### config.mk
export PLATFORM = sky130hd
export DESIGN_NAME = bt_rx_sync_top
export DESIGN_NICKNAME = d
export VERILOG_FILES = /design/src/logic/bt_rx_sync_pkg.sv /design/src/logic/bit_tick_gen.sv /design/src/logic/rx_bit_sampler.sv /design/src/logic/sync_correlator.sv /design/src/logic/sync_report.sv /design/src/logic/bt_rx_sync_top.sv
export VERILOG_INCLUDE_DIRS = /design/src /design/src/logic
export SDC_FILE = /design/constraint.sdc
export NUM_CORES = 1
export LEC_CHECK = 0
export ABC_AREA = 1
export BUFFER_PORTS_ARGS = -buffer_cell sky130_fd_sc_hd__buf_2
export CORE_ASPECT_RATIO = 0.6
export CORE_MARGIN = 2
export CORE_UTILIZATION = 53
export DETAILED_ROUTE_END_ITERATION = 10
export GPL_TIMING_DRIVEN = 0
export PLACE_DENSITY = 0.82
export RECOVER_POWER = 50
export REMOVE_ABC_BUFFERS = 1
export SETUP_SLACK_MARGIN = 0.4
export SLEW_MARGIN = 20
export SYNTH_ARGS = -nofsm -noshare
export SYNTH_HDL_FRONTEND = slang
export SYNTH_HIERARCHICAL = 1
export SYNTH_SLANG_ARGS = --single-unit
### constraint.sdc
create_clock -name clk_6M -period 7.7 [get_ports clk_6M]
set_input_delay 0 -clock clk_6M [delete_from_list [all_inputs] [get_ports clk_6M]]
set_output_delay 0 -clock clk_6M [all_outputs]
set_load 0.01 [all_outputs]
### src/logic/bt_rx_sync_macros.svh
`ifndef BT_RX_SYNC_MACROS_SVH
`define BT_RX_SYNC_MACROS_SVH

// sync word and sliding window length
`define SYNC_WORD_W 64

// mismatch count for 0 to 64
`define MISMATCH_W 7

`define THRESH_W 6

// clk_6M cycles per received bit
`define TICK_DIV 6

`define HIT_COUNT_W 16

`endif

### src/logic/bt_rx_sync_pkg.sv
`include "bt_rx_sync_macros.svh"

package bt_rx_sync_pkg;

  typedef enum logic [1:0] {
    idle,
    page_scan,
    inquiry_scan,
    connection
  } link_mode_e;

  typedef enum logic [1:0] {
    cac,
    dac,
    giac,
    diac
  } access_code_e;

  typedef struct packed {
    logic [`SYNC_WORD_W-1:0] cac;
    logic [`SYNC_WORD_W-1:0] dac;
    logic [`SYNC_WORD_W-1:0] giac;
    logic [`SYNC_WORD_W-1:0] diac;
  } access_codes_t;

  typedef struct packed {
    link_mode_e           mode;
    logic                 use_diac;
    logic [`THRESH_W-1:0] threshold;
  } sync_cfg_t;

  typedef struct packed {
    logic                   valid;
    access_code_e           code;
    logic [`MISMATCH_W-1:0] mismatches;
  } corr_result_t;

  typedef struct packed {
    access_code_e           code;
    logic [`MISMATCH_W-1:0] mismatches;
  } sync_event_t;

endpackage

### src/logic/bit_tick_gen.sv
`timescale 1ns/1ps
`include "bt_rx_sync_macros.svh"

module bit_tick_gen (
  input  logic clk_6M,
  input  logic rstz,
  output logic p_1us
);

  localparam int CNT_W = $clog2(`TICK_DIV);
  localparam logic [CNT_W-1:0] LAST_CNT = CNT_W'(`TICK_DIV - 1);

  logic [CNT_W-1:0] tick_cnt;

  always_ff @(posedge clk_6M or negedge rstz)
  begin
    if (!rstz)
      tick_cnt <= '0;
    else if (tick_cnt == LAST_CNT)
      tick_cnt <= '0;
    else
      tick_cnt <= tick_cnt + 1'b1;
  end

  // strobe on the last count of each bit period
  assign p_1us = (tick_cnt == LAST_CNT);

  a_tick_one_wide: assert property (@(posedge clk_6M) disable iff (!rstz)
    p_1us |=> !p_1us)
    else $error("p_1us high in two consecutive cycles");

endmodule

### src/logic/rx_bit_sampler.sv
`timescale 1ns/1ps

module rx_bit_sampler (
  input  logic clk_6M,
  input  logic rstz,
  input  logic p_1us,
  input  logic rxbit,
  output logic bit_valid,
  output logic bit_value
);

  // two-flop resync of the asynchronous serial input
  logic [1:0] rxbit_sync;

  always_ff @(posedge clk_6M or negedge rstz)
  begin
    if (!rstz)
      rxbit_sync <= 2'b00;
    else
      rxbit_sync <= {rxbit_sync[0], rxbit};
  end

  // capture once per bit
  always_ff @(posedge clk_6M or negedge rstz)
  begin
    if (!rstz)
      bit_value <= 1'b0;
    else if (p_1us)
      bit_value <= rxbit_sync[1];
  end

  always_ff @(posedge clk_6M or negedge rstz)
  begin
    if (!rstz)
      bit_valid <= 1'b0;
    else
      bit_valid <= p_1us;
  end

  a_valid_after_tick: assert property (@(posedge clk_6M) disable iff (!rstz)
    p_1us |=> bit_valid)
    else $error("bit_valid missing one cycle after p_1us");

endmodule

### src/logic/sync_correlator.sv
`timescale 1ns/1ps
`include "bt_rx_sync_macros.svh"

module sync_correlator (
  input  logic                          clk_6M,
  input  logic                          rstz,
  input  logic                          bit_valid,
  input  logic                          bit_value,
  input  bt_rx_sync_pkg::access_codes_t codes,
  input  bt_rx_sync_pkg::link_mode_e    mode,
  input  logic                          use_diac,
  output bt_rx_sync_pkg::corr_result_t  corr
);

  logic [`SYNC_WORD_W-1:0]      syncin_word;
  logic [`SYNC_WORD_W-1:0]      next_word;
  logic [`SYNC_WORD_W-1:0]      code_word;
  logic [`SYNC_WORD_W-1:0]      diff_word;
  logic [`MISMATCH_W-1:0]       mismatch_cnt;
  logic                         code_en;
  bt_rx_sync_pkg::access_code_e code_sel;

  logic                         corr_valid;
  bt_rx_sync_pkg::access_code_e corr_code;
  logic [`MISMATCH_W-1:0]       corr_mismatches;

  // newest bit enters at bit 0
  assign next_word = {syncin_word[`SYNC_WORD_W-2:0], bit_value};

  always_ff @(posedge clk_6M or negedge rstz)
  begin
    if (!rstz)
      syncin_word <= '0;
    else if (bit_valid)
      syncin_word <= next_word;
  end

  // access code by link state
  always_comb
  begin
    code_en   = 1'b1;
    code_sel  = bt_rx_sync_pkg::cac;
    code_word = codes.cac;
    case (mode)
      bt_rx_sync_pkg::connection:
      begin
        code_sel  = bt_rx_sync_pkg::cac;
        code_word = codes.cac;
      end
      bt_rx_sync_pkg::page_scan:
      begin
        code_sel  = bt_rx_sync_pkg::dac;
        code_word = codes.dac;
      end
      bt_rx_sync_pkg::inquiry_scan:
      begin
        code_sel  = use_diac ? bt_rx_sync_pkg::diac : bt_rx_sync_pkg::giac;
        code_word = use_diac ? codes.diac : codes.giac;
      end
      default:
        code_en = 1'b0;
    endcase
  end

  assign diff_word = next_word ^ code_word;

  // population count of differing bits
  always_comb
  begin
    mismatch_cnt = '0;
    for (int i = 0; i < `SYNC_WORD_W; i++)
    begin
      mismatch_cnt = mismatch_cnt + `MISMATCH_W'(diff_word[i]);
    end
  end

  always_ff @(posedge clk_6M or negedge rstz)
  begin
    if (!rstz)
      corr_valid <= 1'b0;
    else
      corr_valid <= bit_valid && code_en;
  end

  always_ff @(posedge clk_6M)
  begin
    if (bit_valid)
    begin
      corr_code       <= code_sel;
      corr_mismatches <= mismatch_cnt;
    end
  end

  assign corr = '{valid: corr_valid, code: corr_code, mismatches: corr_mismatches};

endmodule

### src/logic/sync_report.sv
`timescale 1ns/1ps
`include "bt_rx_sync_macros.svh"

module sync_report (
  input  logic                         clk_6M,
  input  logic                         rstz,
  input  bt_rx_sync_pkg::corr_result_t corr,
  input  logic [`THRESH_W-1:0]         threshold,
  output logic                         sync_hit,
  output bt_rx_sync_pkg::sync_event_t  sync_event,
  output logic [`HIT_COUNT_W-1:0]      hit_count
);

  logic hit;

  // at most threshold mismatches counts as a hit
  assign hit = corr.valid &&
               (corr.mismatches <= `MISMATCH_W'(threshold));

  always_ff @(posedge clk_6M or negedge rstz)
  begin
    if (!rstz)
      sync_hit <= 1'b0;
    else
      sync_hit <= hit;
  end

  always_ff @(posedge clk_6M)
  begin
    if (hit)
    begin
      sync_event.code       <= corr.code;
      sync_event.mismatches <= corr.mismatches;
    end
  end

  // saturating hit counter
  always_ff @(posedge clk_6M or negedge rstz)
  begin
    if (!rstz)
      hit_count <= '0;
    else if (hit && (hit_count != '1))
      hit_count <= hit_count + 1'b1;
  end

  // bits are six cycles apart, so two hits never touch
  a_hit_one_wide: assert property (@(posedge clk_6M) disable iff (!rstz)
    sync_hit |=> !sync_hit)
    else $error("sync_hit high in two consecutive cycles");

endmodule

### src/logic/bt_rx_sync_top.sv
`timescale 1ns/1ps
`include "bt_rx_sync_macros.svh"

module bt_rx_sync_top (
  input  logic                          clk_6M,
  input  logic                          rstz,
  input  logic                          rxbit,
  input  bt_rx_sync_pkg::access_codes_t codes,
  input  bt_rx_sync_pkg::sync_cfg_t     cfg,
  output logic                          p_1us,
  output logic                          sync_hit,
  output bt_rx_sync_pkg::sync_event_t   sync_event,
  output logic [`HIT_COUNT_W-1:0]       hit_count
);

  logic                         bit_valid;
  logic                         bit_value;
  bt_rx_sync_pkg::corr_result_t corr;

  bit_tick_gen bit_tick_gen_u (
    .clk_6M (clk_6M),
    .rstz   (rstz),
    .p_1us  (p_1us)
  );

  rx_bit_sampler rx_bit_sampler_u (
    .clk_6M    (clk_6M),
    .rstz      (rstz),
    .p_1us     (p_1us),
    .rxbit     (rxbit),
    .bit_valid (bit_valid),
    .bit_value (bit_value)
  );

  sync_correlator sync_correlator_u (
    .clk_6M    (clk_6M),
    .rstz      (rstz),
    .bit_valid (bit_valid),
    .bit_value (bit_value),
    .codes     (codes),
    .mode      (cfg.mode),
    .use_diac  (cfg.use_diac),
    .corr      (corr)
  );

  sync_report sync_report_u (
    .clk_6M     (clk_6M),
    .rstz       (rstz),
    .corr       (corr),
    .threshold  (cfg.threshold),
    .sync_hit   (sync_hit),
    .sync_event (sync_event),
    .hit_count  (hit_count)
  );

endmodule

== Word-level counts from Yosys, hierarchy flattened ==
Index checks and enable logic that the tools add are counted.
Cells by class
  reduce and logical (&&, ||, !) cells: 4
  bitwise operators: 1
  $lt $le $gt $ge: 1
  eq/ne operators: 5
  add/subtract/negate cells: 65
  mux-type cells: 6
Operators with widths (number)
  $add A7 B1 Y7: 62
  $pmux W64 S2: 1
  $mux W64: 1
  $xor A64 B64 Y64: 1
  $add A16 B1 Y16 const B: 1
  $ne A16 B16 Y1 const B: 1
  $le A7 B6 Y1: 1
  $eq A2 B2 Y1 const B: 2
  $pmux W2 S2: 1
  $add A3 B1 Y3 const B: 1
  $eq A3 B3 Y1 const B: 1
  $logic_and A1 B1 Y1: 3
  $mux W3: 1
  $reduce_or A3 Y1: 1
  $add A1 B1 Y2: 1
  $eq A2 B1 Y1 const B: 1
  $mux W1: 2
Word-level totals
  input port bits: 268
  logic and storage cells: 94
  output and inout bits: 27
  register bits: 106

== Depth between registers and ports, before layout ==
  word-level depth: 66
  depth in mapped cells: 30

== By module ==
The synthesis kept the hierarchy.
Modules (own cells, without submodules)
  sync_correlator: cells an instance 1242, times used 1, area each 7913.8 sq um
  sync_report: cells an instance 195, times used 1, area each 1551.5 sq um
  bit_tick_gen: cells an instance 14, times used 1, area each 120.1 sq um
  rx_bit_sampler: cells an instance 8, times used 1, area each 115.1 sq um

== Worst setup path after synthesis ==
No wires, ideal clock.
  path type: input-to-reg
  start point: input cfg[7] (netlist bit)
  end point: register sync_correlator_u.corr_mismatches[4] (data pin)
  buffers on the path: 2
  path slack: 1.282 ns
  data required time: 7.440 ns
  stages on the path: 25
  library setup time: 0.260 ns
  arrival: 6.158 ns
  path through: inv_1 ha_1 buf_6 clkbuf_1 or2_1 nand3_1 nand2_1 fa_1 inv_1 fa_1 inv_1 fa_1 fa_1 inv_1 fa_1 fa_1 inv_1 fa_1 fa_1 inv_1 ha_1 fa_1 nand2_1 nand2_1 xor2_1
On the way
  longest elaborated chain between the ends: 66
  elaborated cells between the ends (all ways): 67
Ends and longest elaborated chain
  start, declared: line bt_rx_sync_top.sv:9  | input bt_rx_sync_pkg::sync_cfg_t cfg,
  $eq A2 B2 Y1 / $eq A2 B1 Y1 (equally long branches): line sync_correlator.sv:44  | case (mode)
  $pmux W64 S2 *: line sync_correlator.sv:44
  $xor A64 B64 Y64 *: line sync_correlator.sv:65  | assign diff_word = next_word ^ code_word;
  $add A1 B1 Y2: line sync_correlator.sv:73  | mismatch_cnt = mismatch_cnt + `MISMATCH_W'(diff_word[i]);
  $add A7 B1 Y7 (61 in series): line sync_correlator.sv:73
  $add A7 B1 Y7 *: line sync_correlator.sv:73
  net sync_correlator_u.mismatch_cnt[4]: line sync_correlator.sv:19  | logic [`MISMATCH_W-1:0] mismatch_cnt;
  end signal, assigned: line sync_correlator.sv:90  | corr_mismatches <= mismatch_cnt;
  end, declared: line sync_correlator.sv:25  | logic [`MISMATCH_W-1:0] corr_mismatches;
Mark *: on every way through the listed nets, which the timed path passes. The rest lies on a longest branch.
A chain may end at the register's enable or synchronous reset.

== Final worst setup path ==
Same ends and word-level chain as after synthesis.

==> metrics.yaml <==
layout:
  area_growth_pct: 19.4
  layout.nets: 2057
  regArea_sq_um: 2750
  fin_util: 0.643
  multi_input_area_sq_um: 5620
  drive_above_1_share: 0.187
  n_fill_cell: 1700
min_path:
  hp-class: "in2reg"
run_status:
  run_status: "finished with violations"
  failed_checks: "max-capacitance violations, max-slew violations"
clocking:
  postCtsSetupRepairBufs: 0
  cts_tree: "built"
  root_buffer: "clkbuf_16"
  cts_buffers: 9
  h-tree-depth: 3
  clkLatencyLatePin_ps: 350
  clk_pin_slew_worst_paths_ps: 80
  cts_buffer_depth: 2
  clock-sinks: 106
yosys:
  synth_top_family_by_area: "simple AND/OR/NAND/NOR gates"
  synth-xor-area-share: 0.00722
  synthFlopType: "dfrtp_1"
  syn_area_sq_um: 9700
  synth_top_cell_area_share: 0.227
  synthTopCellsByCount: "538 x nand2_1, 272 x inv_1, 138 x nand3_1"
  synth_seq_area_share: 0.283
  yosysTopAreaCell: "dfrtp_1"
  synthAdderAreaFrac: 0.144
  netlist-cell-type-count: 30
  yosysMostFrequentCell: "nand2_1"
  synthTopCellsByArea: "dfrtp_1 23%, nand2_1 21%, fa_1 11%"
  synth_edf_count: 18
  synth_compound_area_frac: 0.0712
  syn_avg_cell_area_sq_um: 6.65
  synth_simple_gate_area_frac: 0.354
  synthArstFlopShare: 0.830
  synth-seq-cells: 106
  yosys_warnings: 6
  synth_cells: 1459
  synthMuxAreaShare: 0
place:
  port_buffers: 294
  detailed_place_hpwl_mm: 21.1
  gp_congestion: 0.909
routing:
  ant_nets: 0
  drc: 0
  drt_wl_total_mm: 27.3
  dr.pass1.iters: 5
  vias: 9774
  drtIter0Drc: 849
  vias_per_cell: 5.00
  wl_per_cell_um: 13.9
timing:
  rsz0062_at_grt: "no"
  tightest_slew_ps: 2580
  period_share: 0.907
  hold_slack_ps: 157
  skew_ps: 15.8
  period_needed_ps: 6980
  slew_headroom: -0.718
  slew_viol_final: 91
  setup_violations: 0
  fmax_mhz: 143
  final_hold_viol_count: 0
global_routing:
  grt_antenna_before_repair: 1
  gr-total-overflow: 0
  grt_max_degree: 82
  grt_pass1_wl_mm: 42.8
  grt_pass1_vias: 9014
  globalRouteTotalUtil: 0.280
floorplan:
  die_w_um: 179
  die_h_um: 109
  start_util: 0.538
  num_io_pins: 295
  rows: 38
  core_area_sq_um: 18000
  die-area_sq_um: 19400
run:
  drv_cap: 2
setup_path:
  endpoint_kind: "register"
  crit_arrival_ps: 7070
  cp.required_ps: 7790
  crit_fanout: 65
  critical_path_class: "in2reg"
  start_kind: "primary input"
-- critical path, stage by stage --
cell	delay, ps
buf_2	110
inv_1	120
ha_4	470
buf_12	250
inv_8	170
a21oi_1	200
nand2_1	110
nand3_1	80
nand2_1	90
fa_1	570
fa_1	450
fa_1	610
inv_1	100
fa_1	520
fa_1	520
inv_1	50
fa_1	470
inv_1	60
fa_1	500
fa_1	540
inv_1	50
ha_1	240
fa_1	430
nand2_1	90
nand2_1	60
xor2_1	140
-- sequential cells by signal (all words and copies together), names as in the netlist --
signal,count
sync_correlator_u/corr_mismatches,7
rx_bit_sampler_u/rxbit_sync,2
sync_report_u/sync_hit,1
sync_report_u/hit_count,16
sync_report_u/sync_event,9
sync_correlator_u/syncin_word,63
rx_bit_sampler_u/bit_valid,1
sync_correlator_u/corr_code,2
sync_correlator_u/corr_valid,1
rx_bit_sampler_u/bit_value,1
bit_tick_gen_u/tick_cnt,3
-- layout make-up --
| type | instances | share of cell area |
|---|---|---|
| antenna | 1 | 0.000216 |
| clock buffer | 9 | 0.0194 |
| multi-input combinational | 1018 | 0.485 |
| timing repair buffer | 301 | 0.135 |
| sequential | 106 | 0.237 |
| inverter | 274 | 0.0897 |
| tap | 240 | 0.0259 |
| clock inverter | 7 | 0.00724 |
-- through the flow --
stage	setup slack (ps)	cells	cell area (sq um)	setup TNS (ps)
finish	717	1956	11600	0
detailed placement	30.0	1937	11300	0
global route	389	1955	11600	0
global placement	-2260	1932	11100	-13920
floorplan	55.9	1398	9360	0
CTS	542	1955	11600	0
-- path summary, 6_finish.rpt --
path                                                         from                                    to  slack, ps  cells past startpoint
worst max-delay path                                       cfg[7]  sync_correlator_u/corr_mismatches[4]        720                     26
worst min-delay path                                       cfg[8]          sync_correlator_u/corr_valid        160                      4
worst max register to register  sync_correlator_u/syncin_word[46]  sync_correlator_u/corr_mismatches[4]       1400                     20
worst min register to register     rx_bit_sampler_u/rxbit_sync[0]        rx_bit_sampler_u/rxbit_sync[1]        370                      0
max in group asynchronous                                    rstz      sync_correlator_u/syncin_word[1]       3420                      3
min in group asynchronous                                    rstz      sync_correlator_u/syncin_word[8]        920                      2
-- routing by layer --
metal  up-vias  share of wire  track usage
met5         -              0            0
li1       4946              -            -
met1      4432           0.48        0.400
met3        27          0.074       0.0488
met2       369           0.44        0.456
met4         0         0.0087       0.0453
-- placed cells by master (no fill, tap or decap), types with 17 or more instances in the layout --
cell type	n
clkbuf_1	17
edfxtp_1	18
nand2_1	538
inv_1	271
a21oi_1	71
o21ai_0	64
or2_1	54
dfrtp_1	87
buf_2	277
fa_1	54
ha_1	22
nand4_1	25
nand3_1	138
nor2_1	19
-- kinds of logic after synthesis --
family	Yosys count
AO/OA/AOI/OAI	137
XOR/XNOR	8
adder cells (fa/ha/maj)	79
buffers and inverters	335
flip-flops	106
AND/OR/NAND/NOR	794
-- repair_timing --
| action | in CTS | in global routing |
|---|---|---|
| gates resized for setup | 1 | 3 |
| hold endpoints to repair | 89 | 0 |
| setup endpoints to repair | 1 | 3 |
| gates cloned | 0 | 0 |
| hold buffers | 2 | 0 |
Power is left out: the tool's default activity adds up to more than one toggle a clock period on the data nets, which glitch-free logic cannot reach.
